`src/hdl/RenamePkg.sv`:
```
`default_nettype none

package RenamePkg;

    // Physical register tag, up to 64 tags
    typedef logic [5:0] PhysTag;

    // Sequence number of an accepted micro-op, wraps at 256
    typedef logic [7:0] SqN;

    // Architectural registers, each one holding a tag at all times
    localparam int archRegCount = 16;

    // First sequence number handed out after reset
    localparam SqN sqNReset = '0;

endpackage

`default_nettype wire

```
`src/hdl/CorePkg.sv`:
```
`default_nettype none

package CorePkg;

    // Architectural register index, x0 is hardwired to zero
    typedef logic [3:0] ArchReg;

    typedef enum logic [1:0] {
        FuInt,
        FuMul,
        FuLd,
        FuSt
    } FuType;

    // Micro-op as it leaves decode
    typedef struct packed {
        logic valid;
        FuType fu;
        ArchReg rd;
        ArchReg rs0;
        ArchReg rs1;
        logic [15:0] imm;
    } DecodedUop;

    // Retiring micro-op, tagDst becomes the committed mapping of archDst
    typedef struct packed {
        logic valid;
        ArchReg archDst;
        RenamePkg::PhysTag tagDst;
    } CommitUop;

    typedef struct packed {
        logic valid;
        RenamePkg::PhysTag tagDst;
    } WbResult;

    // Micro-op after rename, as held in the dispatch queue
    typedef struct packed {
        FuType fu;
        logic [15:0] imm;
        ArchReg archDst;
        RenamePkg::PhysTag tagDst;
        RenamePkg::PhysTag tagA;
        RenamePkg::PhysTag tagB;
        logic availA;
        logic availB;
        RenamePkg::SqN sqN;
    } RenamedUop;

endpackage

`default_nettype wire

```
`src/hdl/RenameTable.sv`:
```
`timescale 1ns/1ps
`default_nettype none

module RenameTable #(
    parameter int laneCount = 2,
    parameter int physTagCount = 32
) (
    input wire clk,
    input wire rst,

    input wire CorePkg::ArchReg lookupRegs [2*laneCount],
    output RenamePkg::PhysTag lookupTags [2*laneCount],
    output logic lookupAvail [2*laneCount],

    input wire allocValid [laneCount],
    input wire CorePkg::ArchReg allocReg [laneCount],
    input wire RenamePkg::PhysTag allocTag [laneCount],

    input wire CorePkg::CommitUop commitUops [laneCount],
    output logic releaseValid [laneCount],
    output RenamePkg::PhysTag releaseTag [laneCount],

    input wire CorePkg::WbResult wbResults [laneCount]
);

    localparam int tagIdxW = $clog2(physTagCount);

    RenamePkg::PhysTag specMap [RenamePkg::archRegCount];
    RenamePkg::PhysTag comMap [RenamePkg::archRegCount];
    logic [physTagCount-1:0] avail;

    // Source lookup, a writeback on this edge already counts as available
    always_comb begin
        for (int i = 0; i < 2*laneCount; i++) begin
            lookupTags[i] = specMap[lookupRegs[i]];
            lookupAvail[i] = avail[lookupTags[i][tagIdxW-1:0]];
            for (int w = 0; w < laneCount; w++) begin
                if (wbResults[w].valid && wbResults[w].tagDst == lookupTags[i]) begin
                    lookupAvail[i] = 1'b1;
                end
            end
        end
    end

    // Tag replaced by each commit lane, an older lane on the same register
    // in this cycle is the one being replaced
    always_comb begin
        for (int i = 0; i < laneCount; i++) begin
            releaseValid[i] = commitUops[i].valid && commitUops[i].archDst != '0;
            releaseTag[i] = comMap[commitUops[i].archDst];
            for (int j = 0; j < i; j++) begin
                if (releaseValid[j] && commitUops[j].archDst == commitUops[i].archDst) begin
                    releaseTag[i] = commitUops[j].tagDst;
                end
            end
        end
    end

    // Later lanes win on the same register
    always_ff @(posedge clk) begin
        if (rst) begin
            for (int r = 0; r < RenamePkg::archRegCount; r++) begin
                specMap[r] <= RenamePkg::PhysTag'(r);
                comMap[r] <= RenamePkg::PhysTag'(r);
            end
        end else begin
            for (int i = 0; i < laneCount; i++) begin
                if (allocValid[i]) begin
                    specMap[allocReg[i]] <= allocTag[i];
                end
                if (releaseValid[i]) begin
                    comMap[commitUops[i].archDst] <= commitUops[i].tagDst;
                end
            end
        end
    end

    always_ff @(posedge clk) begin
        if (rst) begin
            avail <= '1;
        end else begin
            for (int i = 0; i < laneCount; i++) begin
                if (wbResults[i].valid) begin
                    avail[wbResults[i].tagDst[tagIdxW-1:0]] <= 1'b1;
                end
                if (releaseValid[i]) begin
                    avail[commitUops[i].tagDst[tagIdxW-1:0]] <= 1'b1;
                end
            end
            // A fresh tag has no result yet
            for (int i = 0; i < laneCount; i++) begin
                if (allocValid[i]) begin
                    avail[allocTag[i][tagIdxW-1:0]] <= 1'b0;
                end
            end
        end
    end

endmodule

`default_nettype wire

```
`src/hdl/TagBuffer.sv`:
```
`timescale 1ns/1ps
`default_nettype none

module TagBuffer #(
    parameter int laneCount = 2,
    parameter int physTagCount = 32
) (
    input wire clk,
    input wire rst,

    input wire [$clog2(laneCount+1)-1:0] allocCount,
    output RenamePkg::PhysTag headTags [laneCount],
    output logic [$clog2(physTagCount):0] freeCount,

    input wire releaseValid [laneCount],
    input wire RenamePkg::PhysTag releaseTag [laneCount]
);

    localparam int ptrW = $clog2(physTagCount);
    localparam int initFree = physTagCount - RenamePkg::archRegCount;

    RenamePkg::PhysTag tagMem [2**ptrW];
    // One extra bit tells a full buffer from an empty one
    logic [ptrW:0] rdPtr;
    logic [ptrW:0] wrPtr;
    logic [ptrW-1:0] relPos [laneCount];
    logic [ptrW:0] relCount;

    assign freeCount = wrPtr - rdPtr;

    always_comb begin
        for (int i = 0; i < laneCount; i++) begin
            headTags[i] = tagMem[rdPtr[ptrW-1:0] + ptrW'(i)];
        end
    end

    // Released tags are packed behind the tail in lane order
    always_comb begin
        logic [ptrW:0] n;
        n = '0;
        for (int i = 0; i < laneCount; i++) begin
            relPos[i] = wrPtr[ptrW-1:0] + n[ptrW-1:0];
            if (releaseValid[i]) begin
                n = n + 1'b1;
            end
        end
        relCount = n;
    end

    always_ff @(posedge clk) begin
        if (rst) begin
            rdPtr <= '0;
            wrPtr <= (ptrW+1)'(initFree);
            // Tags above the architectural ones start out free, in ascending order
            for (int k = 0; k < initFree; k++) begin
                tagMem[k] <= RenamePkg::PhysTag'(RenamePkg::archRegCount + k);
            end
        end else begin
            rdPtr <= rdPtr + (ptrW+1)'(allocCount);
            wrPtr <= wrPtr + relCount;
            for (int i = 0; i < laneCount; i++) begin
                if (releaseValid[i]) begin
                    tagMem[relPos[i]] <= releaseTag[i];
                end
            end
        end
    end

endmodule

`default_nettype wire

```
`src/hdl/Rename.sv`:
```
`timescale 1ns/1ps
`default_nettype none

module Rename #(
    parameter int laneCount = 2,
    parameter int physTagCount = 32,
    parameter int queueDepth = 8
) (
    input wire clk,
    input wire rst,

    input wire CorePkg::DecodedUop inUops [laneCount],
    output logic inReady,

    output CorePkg::ArchReg lookupRegs [2*laneCount],
    input wire RenamePkg::PhysTag lookupTags [2*laneCount],
    input wire lookupAvail [2*laneCount],

    output logic allocValid [laneCount],
    output CorePkg::ArchReg allocReg [laneCount],
    output RenamePkg::PhysTag allocTag [laneCount],
    output logic [$clog2(laneCount+1)-1:0] allocCount,

    input wire RenamePkg::PhysTag headTags [laneCount],
    input wire [$clog2(physTagCount):0] freeCount,

    output logic qWrite [laneCount],
    output CorePkg::RenamedUop qUops [laneCount],
    input wire creditReturn,

    output RenamePkg::SqN nextSqN
);

    localparam int laneCntW = $clog2(laneCount + 1);
    localparam int freeCntW = $clog2(physTagCount) + 1;
    localparam int creditW = $clog2(queueDepth + 1);

    logic [creditW-1:0] credits;
    RenamePkg::SqN sqN;
    RenamePkg::SqN laneSqN [laneCount];
    RenamePkg::SqN bundleEndSqN;
    logic [laneCntW-1:0] validCount;
    logic needTag [laneCount];
    logic anyValid;
    logic accept;
    CorePkg::RenamedUop renamed [laneCount];

    // Conservative, assumes every lane needs a tag and a queue slot
    assign inReady = !rst && freeCount >= freeCntW'(laneCount) && credits >= creditW'(laneCount);
    assign accept = inReady && anyValid;
    assign nextSqN = sqN;

    always_comb begin
        anyValid = 1'b0;
        for (int i = 0; i < laneCount; i++) begin
            anyValid = anyValid || inUops[i].valid;
        end
    end

    // Lookups, tag pairing and sequence numbers in lane order
    always_comb begin
        logic [laneCntW-1:0] slot;
        RenamePkg::SqN seq;
        slot = '0;
        seq = sqN;
        for (int i = 0; i < laneCount; i++) begin
            lookupRegs[2*i] = inUops[i].rs0;
            lookupRegs[2*i+1] = inUops[i].rs1;
            needTag[i] = inUops[i].valid && inUops[i].rd != '0;
            allocValid[i] = accept && needTag[i];
            allocReg[i] = inUops[i].rd;
            allocTag[i] = '0;
            for (int k = 0; k < laneCount; k++) begin
                if (slot == laneCntW'(k)) begin
                    allocTag[i] = headTags[k];
                end
            end
            if (needTag[i]) begin
                slot = slot + 1'b1;
            end
            laneSqN[i] = seq;
            if (inUops[i].valid) begin
                seq = seq + 1'b1;
            end
        end
        allocCount = accept ? slot : '0;
        bundleEndSqN = seq;
        validCount = laneCntW'(seq - sqN);
    end

    // Operands written by an older lane of the same bundle are not ready yet
    always_comb begin
        for (int i = 0; i < laneCount; i++) begin
            renamed[i].fu = inUops[i].fu;
            renamed[i].imm = inUops[i].imm;
            renamed[i].archDst = inUops[i].rd;
            renamed[i].tagDst = needTag[i] ? allocTag[i] : '0;
            renamed[i].tagA = lookupTags[2*i];
            renamed[i].availA = lookupAvail[2*i];
            renamed[i].tagB = lookupTags[2*i+1];
            renamed[i].availB = lookupAvail[2*i+1];
            renamed[i].sqN = laneSqN[i];
            for (int j = 0; j < i; j++) begin
                if (needTag[j] && inUops[j].rd == inUops[i].rs0) begin
                    renamed[i].tagA = allocTag[j];
                    renamed[i].availA = 1'b0;
                end
                if (needTag[j] && inUops[j].rd == inUops[i].rs1) begin
                    renamed[i].tagB = allocTag[j];
                    renamed[i].availB = 1'b0;
                end
            end
        end
    end

    always_ff @(posedge clk) begin
        if (rst) begin
            credits <= creditW'(queueDepth);
            sqN <= RenamePkg::sqNReset;
            for (int i = 0; i < laneCount; i++) begin
                qWrite[i] <= 1'b0;
            end
        end else begin
            // One credit per micro-op headed for the queue, one back per pop
            credits <= credits - (accept ? creditW'(validCount) : '0)
                + creditW'(creditReturn);
            if (accept) begin
                sqN <= bundleEndSqN;
            end
            for (int i = 0; i < laneCount; i++) begin
                qWrite[i] <= accept && inUops[i].valid;
            end
        end
    end

    always_ff @(posedge clk) begin
        for (int i = 0; i < laneCount; i++) begin
            qUops[i] <= renamed[i];
        end
    end

endmodule

`default_nettype wire

```
`src/hdl/DispatchQueue.sv`:
```
`timescale 1ns/1ps
`default_nettype none

module DispatchQueue #(
    parameter int laneCount = 2,
    parameter int queueDepth = 8
) (
    input wire clk,
    input wire rst,

    input wire write [laneCount],
    input wire CorePkg::RenamedUop uops [laneCount],

    output logic dispValid,
    output CorePkg::RenamedUop dispUop,
    input wire dispReady,

    output logic creditReturn
);

    localparam int ptrW = $clog2(queueDepth);
    localparam int cntW = $clog2(queueDepth + 1);

    CorePkg::RenamedUop mem [queueDepth];
    logic [ptrW-1:0] rdPtr;
    logic [ptrW-1:0] wrPtr;
    logic [cntW-1:0] count;
    logic [ptrW-1:0] slot [laneCount];
    logic [ptrW:0] writeCount;
    logic pop;

    // Pointer advance for depths that are not a power of two
    function automatic logic [ptrW-1:0] wrapAdd(input logic [ptrW-1:0] base,
                                                  input logic [ptrW:0] off);
        logic [ptrW+1:0] sum;
        sum = (ptrW+2)'(base) + (ptrW+2)'(off);
        if (sum >= (ptrW+2)'(queueDepth)) begin
            sum = sum - (ptrW+2)'(queueDepth);
        end
        return sum[ptrW-1:0];
    endfunction

    assign dispValid = count != '0;
    assign dispUop = mem[rdPtr];
    assign pop = dispValid && dispReady;

    // Written lanes land in consecutive slots
    always_comb begin
        logic [ptrW:0] n;
        n = '0;
        for (int i = 0; i < laneCount; i++) begin
            slot[i] = wrapAdd(wrPtr, n);
            if (write[i]) begin
                n = n + 1'b1;
            end
        end
        writeCount = n;
    end

    always_ff @(posedge clk) begin
        for (int i = 0; i < laneCount; i++) begin
            if (write[i]) begin
                mem[slot[i]] <= uops[i];
            end
        end
    end

    always_ff @(posedge clk) begin
        if (rst) begin
            rdPtr <= '0;
            wrPtr <= '0;
            count <= '0;
            creditReturn <= 1'b0;
        end else begin
            wrPtr <= wrapAdd(wrPtr, writeCount);
            if (pop) begin
                rdPtr <= wrapAdd(rdPtr, (ptrW+1)'(1));
            end
            count <= count + cntW'(writeCount) - cntW'(pop);
            // Slot freed by a pop goes back to rename one cycle later
            creditReturn <= pop;
        end
    end

endmodule

`default_nettype wire

```
`src/hdl/RenameTop.sv`:
```
`timescale 1ns/1ps
`default_nettype none

module RenameTop #(
    parameter int laneCount = 2,
    parameter int physTagCount = 32,
    parameter int queueDepth = 8
) (
    input wire clk,
    input wire rst,

    input wire CorePkg::DecodedUop inUops [laneCount],
    output logic inReady,

    input wire CorePkg::CommitUop commitUops [laneCount],
    input wire CorePkg::WbResult wbResults [laneCount],

    output logic dispValid,
    output CorePkg::RenamedUop dispUop,
    input wire dispReady,

    output RenamePkg::SqN nextSqN
);

    localparam int laneCntW = $clog2(laneCount + 1);
    localparam int freeCntW = $clog2(physTagCount) + 1;

    CorePkg::ArchReg lookupRegs [2*laneCount];
    RenamePkg::PhysTag lookupTags [2*laneCount];
    logic lookupAvail [2*laneCount];
    logic allocValid [laneCount];
    CorePkg::ArchReg allocReg [laneCount];
    RenamePkg::PhysTag allocTag [laneCount];
    logic [laneCntW-1:0] allocCount;
    RenamePkg::PhysTag headTags [laneCount];
    logic [freeCntW-1:0] freeCount;
    logic releaseValid [laneCount];
    RenamePkg::PhysTag releaseTag [laneCount];
    logic qWrite [laneCount];
    CorePkg::RenamedUop qUops [laneCount];
    logic creditReturn;

    Rename #(
        .laneCount(laneCount),
        .physTagCount(physTagCount),
        .queueDepth(queueDepth)
    ) renameStage (
        .clk(clk),
        .rst(rst),
        .inUops(inUops),
        .inReady(inReady),
        .lookupRegs(lookupRegs),
        .lookupTags(lookupTags),
        .lookupAvail(lookupAvail),
        .allocValid(allocValid),
        .allocReg(allocReg),
        .allocTag(allocTag),
        .allocCount(allocCount),
        .headTags(headTags),
        .freeCount(freeCount),
        .qWrite(qWrite),
        .qUops(qUops),
        .creditReturn(creditReturn),
        .nextSqN(nextSqN)
    );

    RenameTable #(
        .laneCount(laneCount),
        .physTagCount(physTagCount)
    ) renameTable (
        .clk(clk),
        .rst(rst),
        .lookupRegs(lookupRegs),
        .lookupTags(lookupTags),
        .lookupAvail(lookupAvail),
        .allocValid(allocValid),
        .allocReg(allocReg),
        .allocTag(allocTag),
        .commitUops(commitUops),
        .releaseValid(releaseValid),
        .releaseTag(releaseTag),
        .wbResults(wbResults)
    );

    TagBuffer #(
        .laneCount(laneCount),
        .physTagCount(physTagCount)
    ) tagBuffer (
        .clk(clk),
        .rst(rst),
        .allocCount(allocCount),
        .headTags(headTags),
        .freeCount(freeCount),
        .releaseValid(releaseValid),
        .releaseTag(releaseTag)
    );

    DispatchQueue #(
        .laneCount(laneCount),
        .queueDepth(queueDepth)
    ) dispatchQueue (
        .clk(clk),
        .rst(rst),
        .write(qWrite),
        .uops(qUops),
        .dispValid(dispValid),
        .dispUop(dispUop),
        .dispReady(dispReady),
        .creditReturn(creditReturn)
    );

endmodule

`default_nettype wire

```
`config.mk`:
```
export PLATFORM = sky130hd
export DESIGN_NAME = RenameTop
export DESIGN_NICKNAME = d
export VERILOG_FILES = /design/src/hdl/RenamePkg.sv /design/src/hdl/CorePkg.sv /design/src/hdl/RenameTable.sv /design/src/hdl/TagBuffer.sv /design/src/hdl/Rename.sv /design/src/hdl/DispatchQueue.sv /design/src/hdl/RenameTop.sv
export SDC_FILE = /design/constraint.sdc
export NUM_CORES = 2
export LEC_CHECK = 0
export BUFFER_PORTS_ARGS = -buffer_cell sky130_fd_sc_hd__buf_2
export CORE_ASPECT_RATIO = 1.1
export CORE_MARGIN = 2
export CORE_UTILIZATION = 33
export CTS_BUF_LIST = sky130_fd_sc_hd__clkbuf_4 sky130_fd_sc_hd__clkbuf_8
export DETAILED_ROUTE_END_ITERATION = 8
export GPL_TIMING_DRIVEN = 1
export SYNTH_ARGS = -nofsm -noshare
export SYNTH_HDL_FRONTEND = slang
export SYNTH_SLANG_ARGS = --single-unit
```
`constraint.sdc`:
```
create_clock -name clk -period 9.4 [get_ports clk]
set_input_delay 0.47 -clock clk [delete_from_list [all_inputs] [get_ports clk]]
set_output_delay 0.47 -clock clk [all_outputs]
set_load 0.005 [all_outputs]
```
# Yosys cells after proc, flatten, opt, wreduce, memory -nomap -nowiden
# Memory sizes are Yosys's and may differ from the RTL's. A register that Yosys moved wholly into a read port is not among the register bits.
# Cells that the tools add are included.
[word_totals]
output_inout_bits = 60
register_bits = 169
mem_bits_rw = 784
inputBits = 101
memories = 4
wordCells = 235
[op_classes]
addsub = 22
reduce_logical = 45
bitwise = 8
mux = 93
n_lt_le_gt_ge = 22
n_eq_ne = 12
[memory_table]
columns = ["name", "words", "width", "rd", "rd_ports_with_merged_regs", "write_ports", "line_no", "source"]
rows = [
  ["dispatchQueue.mem", 8, 50, 1, 1, 2, "DispatchQueue.sv:24", "CorePkg::RenamedUop mem [queueDepth];"],
  ["tagBuffer.tagMem", 32, 6, 2, 1, 16, "TagBuffer.sv:22", "RenamePkg::PhysTag tagMem [2**ptrW];"],
  ["renameTable.comMap", 16, 6, 2, 0, 16, "RenameTable.sv:29", "RenamePkg::PhysTag comMap [RenamePkg::archRegCount];"],
  ["renameTable.specMap", 16, 6, 4, 0, 16, "RenameTable.sv:28", "RenamePkg::PhysTag specMap [RenamePkg::archRegCount];"],
]
[ops]
columns = ["op", "count"]
rows = [
  ["$mux 32", 11],
  ["$or 32x32->32", 4],
  ["$mux 6", 12],
  ["$and 32x32->32", 2],
  ["$not 32->32", 2],
  ["$lt 5x6->1 const B", 10],
  ["$eq 6x6->1", 8],
  ["$mux 1", 41],
  ["$reduce_or 6->1", 6],
  ["$demux 1 s5", 6],
  ["$ge 5x1->1 const B", 6],
  ["$logic_and 1x1->1", 29],
  ["$bmux 1 s5", 4],
  ["$mux 4", 5],
  ["$reduce_bool 4->1", 5],
  ["$mux 3", 6],
  ["$add 8x1->8 const B", 2],
  ["$mux 8", 2],
  ["$mux 5", 3],
  ["$eq 4x4->1", 3],
  ["$sub 3x1->3 const B", 4],
  ["$ge 4x4->1 const B", 2],
  ["$add 1x1->2 const B", 3],
  ["$add 6x2->6", 1],
  ["22 further kinds", 25],
]

# Logic depth before layout (Yosys ltp)
[logic_depth]
ltp_word = 21
mapped_depth = 21
ltp_nobuf = 18

# Modules after synthesis
# From an unflattened synthesis, not the netlist that was laid out.
[hier_totals]
hier_cells = 4122
area_unflattened_um2 = 55394.4
[by_module_without_submodules]
columns = ["module", "cells_per_inst", "n_inst", "seq_area_each_um2", "area_per_inst_um2"]
rows = [
  ["DispatchQueue", 1113, 1, 12291.8, 20495.9],
  ["RenameTable", 1562, 1, 6406.1, 17743.3],
  ["TagBuffer", 1096, 1, 6005.8, 13193.9],
  ["Rename", 351, 1, 2282.2, 3961.3],
]

# Worst setup path before layout
# No wires, ideal clock.
[synth_timing]
path_type = "register to register"
startpoint = "reg dispatchQueue.wrPtr[2]"
endpoint = "mem dispatchQueue.mem[1][0] in the netlist's numbering (enable)"
setup_ps = 532
path_stages_with_launch = 3
required_ps = 8868
slack_ps = 4619
n_path_buf = 1
t_arrival_ps = 4249
period_less_slack_ps = 4781
path_cell_list = "dfxtp_1 > clkbuf_1 > o31ai_1"
[synth_rtl]
columns = ["item", "line_no", "source"]
rows = [
  ["start: declaration", "DispatchQueue.sv:26", "logic [ptrW-1:0] wrPtr;"],
  ["start signal: assignment", "DispatchQueue.sv:75", "wrPtr <= wrapAdd(wrPtr, writeCount);"],
  ["end: declaration", "DispatchQueue.sv:24", ""],
]

# Worst setup path after layout
[layout_timing]
startpoint = "reg tagBuffer.rdPtr[1]"
endpoint = "reg renameTable.avail[3]"
[layout_via]
elab_chain_len = 10
word_cells_on_any_way = 20
cone_classes = "2 x add/sub; 3 x order compare; 6 x mux; 2 x bitwise; 6 x reduce/logical; 1 x memory"
[layout_lines]
columns = ["item", "line_no", "source"]
rows = [
  ["start: declaration", "TagBuffer.sv:24", "logic [ptrW:0] rdPtr;"],
  ["start signal: assignment", "TagBuffer.sv:59", "rdPtr <= rdPtr + (ptrW+1)'(allocCount);"],
  ["$add 5x1->5 / $sub 6x6->6 (equally long branches)", "TagBuffer.sv:33, TagBuffer.sv:29", ""],
  ["$mem_v2 32x6 / $ge 6x2->1 (equally long branches)", "-", ""],
  ["$mux 6 / $logic_and 1x1->1 (equally long branches)", "Rename.sv:74, Rename.sv:49", ""],
  ["$lt 5x6->1 (implied by the code) (tied with other cells)", "RenameTable.sv:93", "avail[allocTag[i][tagIdxW-1:0]] <= 1'b0;"],
  ["$logic_and 1x1->1, on equally long branches", "RenameTable.sv:93, Rename.sv:50", ""],
  ["$mux 1 (implied by the code) / $logic_and 1x1->1 (equally long branches)", "RenameTable.sv:93, Rename.sv:70", ""],
  ["$demux 1 s5 / $mux 32 (equally long branches)", "-", ""],
  ["$not 32->32 (no line) / $mux 32 (equally long branches)", "-", ""],
  ["$and 32x32->32 (no line)", "-", ""],
  ["$mux 32 (*)", "RenameTable.sv:92", "if (allocValid[i]) begin"],
  ["end signal: indexed assignment", "RenameTable.sv:84", "avail[wbResults[i].tagDst[tagIdxW-1:0]] <= 1'b1;"],
  ["end signal: indexed assignment", "RenameTable.sv:87", "avail[commitUops[i].tagDst[tagIdxW-1:0]] <= 1'b1;"],
  ["end signal: indexed assignment", "RenameTable.sv:93", ""],
  ["end: declaration", "RenameTable.sv:30", "logic [physTagCount-1:0] avail;"],
]
# Every way passes the cells marked *; elsewhere a longest branch is shown, timed or not. The select of a mux whose other input is x is not followed.
# A chain may end at the register's enable or synchronous reset.

==> flow_summary_export.csv <==
group,metric,value,unit
timing,finalMaxSlewViolations,0,
timing,hold_viol,0,
drt,dr_total_vias,38400,
finish,final_nets,4246,
job,maxCapViolations,0,
global_routing,grt_max_degree,61,
critical_path,required,10110,ps
pwr,p_per_area,198,nW/um2
floorplanning,rows,156,
critical_path,rrSetupSlack,4290,ps
critical_path,critical_path_class,"reg2reg",
drt,viasPerCell,6.00,
critical_path,critical_path.endpoint,"renameTable.avail[3]",
floorplanning,die_y,429,um
finish,final_common_cell,"edfxtp_1",
clock_network,cts_made_buffers,163,
pwr,ir_drop,0.000176,V
drt,drtIter0Drc,4688,
global_routing,gr-usage-all-layers,0.207,
timing,fin_setup_tns,0,ps
synthesis,synth_edf_count,784,
synthesis,synth-seq-cells,956,
global_routing,grt_pass1_wl,259,mm
drt,drtPass1Iterations,6,
synthesis,yosysUniqueCellTypes,77,
critical_path,rr_endpoint,"renameTable.avail[3]",
placed_design,dp_cells,6027,
synthesis,synth_area,54300,um2
finish,final_cell_mix,"784 x edfxtp_1, 482 x mux2_2, 370 x mux4_2",
clock_network,post_cts_buffers,0,
clock_network,clock_sinks,956,
clock_network,cts_root_buf,"clkbuf_8",
critical_path,cp-end-kind,"register",
finish,layout.cells.non_filler,6396,
critical_path,critPathArrivalTime,5830,ps
drt,wl,178,mm
critical_path,r2r-start,"tagBuffer.rdPtr[1]",
clock_network,cts_tree,"yes",
clock_network,htree_levels,4,
floorplanning,fp.dieW,391,um
critical_path,startpoint,"tagBuffer.rdPtr[1]",
outcome,outcome,"finished, final reports clean",
pwr,power.leakage,20.3,nW
floorplanning,fp.coreArea,164000,um2
synthesis,synthArstFlopShare,0,
drt,wire_per_inst,27.9,um
timing,fin_skew,54.4,ps
drt,ant_nets,0,
critical_path,ff2ff_path_depth,9,
global_routing,antenna_found_initial,40,
timing,rsz0062_at_grt,"false",
timing,max_freq,0.196,GHz
placed_design,hpwl,115,mm
clock_network,clock_latency,910,ps
placed_design,io_buffers,160,
finish,area_growth,12.5,%
floorplanning,start_util,0.331,
clock_network,cts_buffer_depth,3,
clock_network,clkTransAtPathRegs,70,ps
synthesis,yosysSeqAreaShare,0.497,
critical_path,crit_path_max_fanout,52,
timing,timing.final.crit_period,5110,ps
synthesis,avgSynthCellArea,13.6,um2
timing,period_share,0.544,
timing,slew-limit-headroom,0.197,
placed_design,globalplace.congestion,0.947,
timing,setup_viol,0,
floorplanning,ios,161,
timing,worstMarginPinSlew,1190,ps
synthesis,yosys_most_used_dff,"edfxtp_1",
finish,drive_gt1_frac,0.337,
synthesis,syn_inst,3987,
min_path,hold_path_class,"in2reg",
critical_path,crit_path_start_kind,"register",
finish,n_fill_cell,15600,
drt,drc,0,
global_routing,gr-total-overflow,0,
global_routing,grt_pass1_vias,37600,
synthesis,yosys_warnings,0,
floorplanning,dieArea,168000,um2
[synthesized netlist by cell type, types with 24 or more instances]
| master | n | area [um2] |
|---|---|---|
| o21ai_0 | 83 | 415 |
| buf_1 | 41 | 154 |
| nand2_1 | 218 | 818 |
| nand3_1 | 88 | 440 |
| edfxtp_1 | 784 | 23500 |
| mux4_2 | 370 | 8330 |
| inv_1 | 58 | 218 |
| xor2_1 | 44 | 385 |
| o22ai_1 | 107 | 669 |
| nand2b_1 | 24 | 150 |
| ha_1 | 34 | 425 |
| xnor2_1 | 64 | 561 |
| nor2_1 | 231 | 867 |
| mux2_2 | 482 | 5430 |
| a22oi_1 | 103 | 773 |
| clkbuf_1 | 221 | 830 |
| or3_1 | 41 | 257 |
| buf_2 | 43 | 215 |
| a21oi_1 | 105 | 526 |
| dfxtp_1 | 172 | 3440 |
| mux2i_1 | 180 | 1800 |
| a22o_1 | 52 | 455 |
| nor2b_1 | 37 | 231 |
| nand4_1 | 28 | 175 |
| nor3_1 | 65 | 325 |
[area by class of cell]
class                   count  area (um2)  area share
diodes                     20        50.0    0.000819
clock buffers             253        3030      0.0495
clock inverters            50         378     0.00618
inverters                  66         248     0.00405
multi-input cells        2642       25900       0.424
flip-flops and latches    956       27000       0.442
well taps                2133        2670      0.0437
repair buffers            276        1790      0.0293
[layer usage]
layer  track usage  part of all wire  up-vias  routed length (um)
li1              -                 -    16100                   -
met1         0.269              0.39    19500               69300
met2         0.331              0.47     2269               83800
met3        0.0465             0.095      452               16900
met4        0.0941             0.046       10                8190
met5             0           0.00030        -                  53
[worst max-delay path: stages (launching register included)]
cell     delay (ps)
dfxtp_2         310
buf_4           620
ha_4            880
mux4_2          650
mux4_2          540
mux2_2          310
o21ai_2         910
nand2_1         190
nor2_1          330
a21oi_1         120
[sequential cells by signal, indices dropped and copies added (netlist names), named ones only]
signal and count:
dispatchQueue.count 4, dispatchQueue.creditReturn 1, dispatchQueue.mem 400, dispatchQueue.rdPtr 3, dispatchQueue.wrPtr 3, renameStage.credits 4
renameStage.nextSqN 8, renameStage.qUops 100, renameStage.qWrite 2, renameTable.avail 32, renameTable.comMap 96, renameTable.specMap 96
tagBuffer.rdPtr 6, tagBuffer.tagMem 192, tagBuffer.wrPtr 6
[where the power goes]
group	switching (mW)	total, mW	internal (mW)
logic	1.59	2.91	1.33
clock network	1.80	3.94	2.14
registers	0.281	5.24	4.96
[logic make-up after synthesis]
family | share of synthesized area
other cells | 0.0000691
simple gates | 0.0723
compound gates | 0.0750
buf+inv | 0.0313
xor+xnor | 0.0178
flops | 0.497
fa+ha+maj | 0.0100
mux | 0.296
[per-stage QoR]
step | cell area (um2) | utilization | hold WS (ps) | power (mW) | worst slack (ps)
2_1_floorplan | 54300 | - | 350 | 7.22 | 4620
3_3_place_gp | 57200 | 0.349 | 446 | 8.19 | 4380
4_1_cts | 61000 | 0.372 | 0.605 | 12.2 | 4270
6_report | 61100 | 0.373 | 76.1 | 12.1 | 4290
5_1_grt | 61100 | 0.372 | 66.9 | 12.6 | 4050
3_5_place_dp | 57200 | 0.349 | 447 | 8.22 | 4340
[what timing repair did]
| action | 4_1_cts | 5_1_grt |
|---|---|---|
| gates resized for setup | 0 | 0 |
| endpoints found under the hold margin | 53 | 0 |
| endpoints found under the setup margin | 0 | 0 |
| hold buffers | 46 | 0 |
[how the worst min path moves through the flow]
stage	to	startpoint	slack, ps	depth (start not counted)
6_report	renameStage.qUops[4]	inUops[61]	80	3
5_1_grt	renameStage.qUops[4]	inUops[61]	70	3
4_1_cts	renameStage.qUops[4]	inUops[61]	0.6	3
3_5_place_dp	renameStage.qUops[54]	renameStage.nextSqN[4]	450	0
3_3_place_gp	renameStage.qUops[54]	renameStage.nextSqN[4]	450	0
2_1_floorplan	renameStage.qUops[52]	renameStage.nextSqN[2]	350	0
Note: power is estimated with default switching activity, not from simulation.
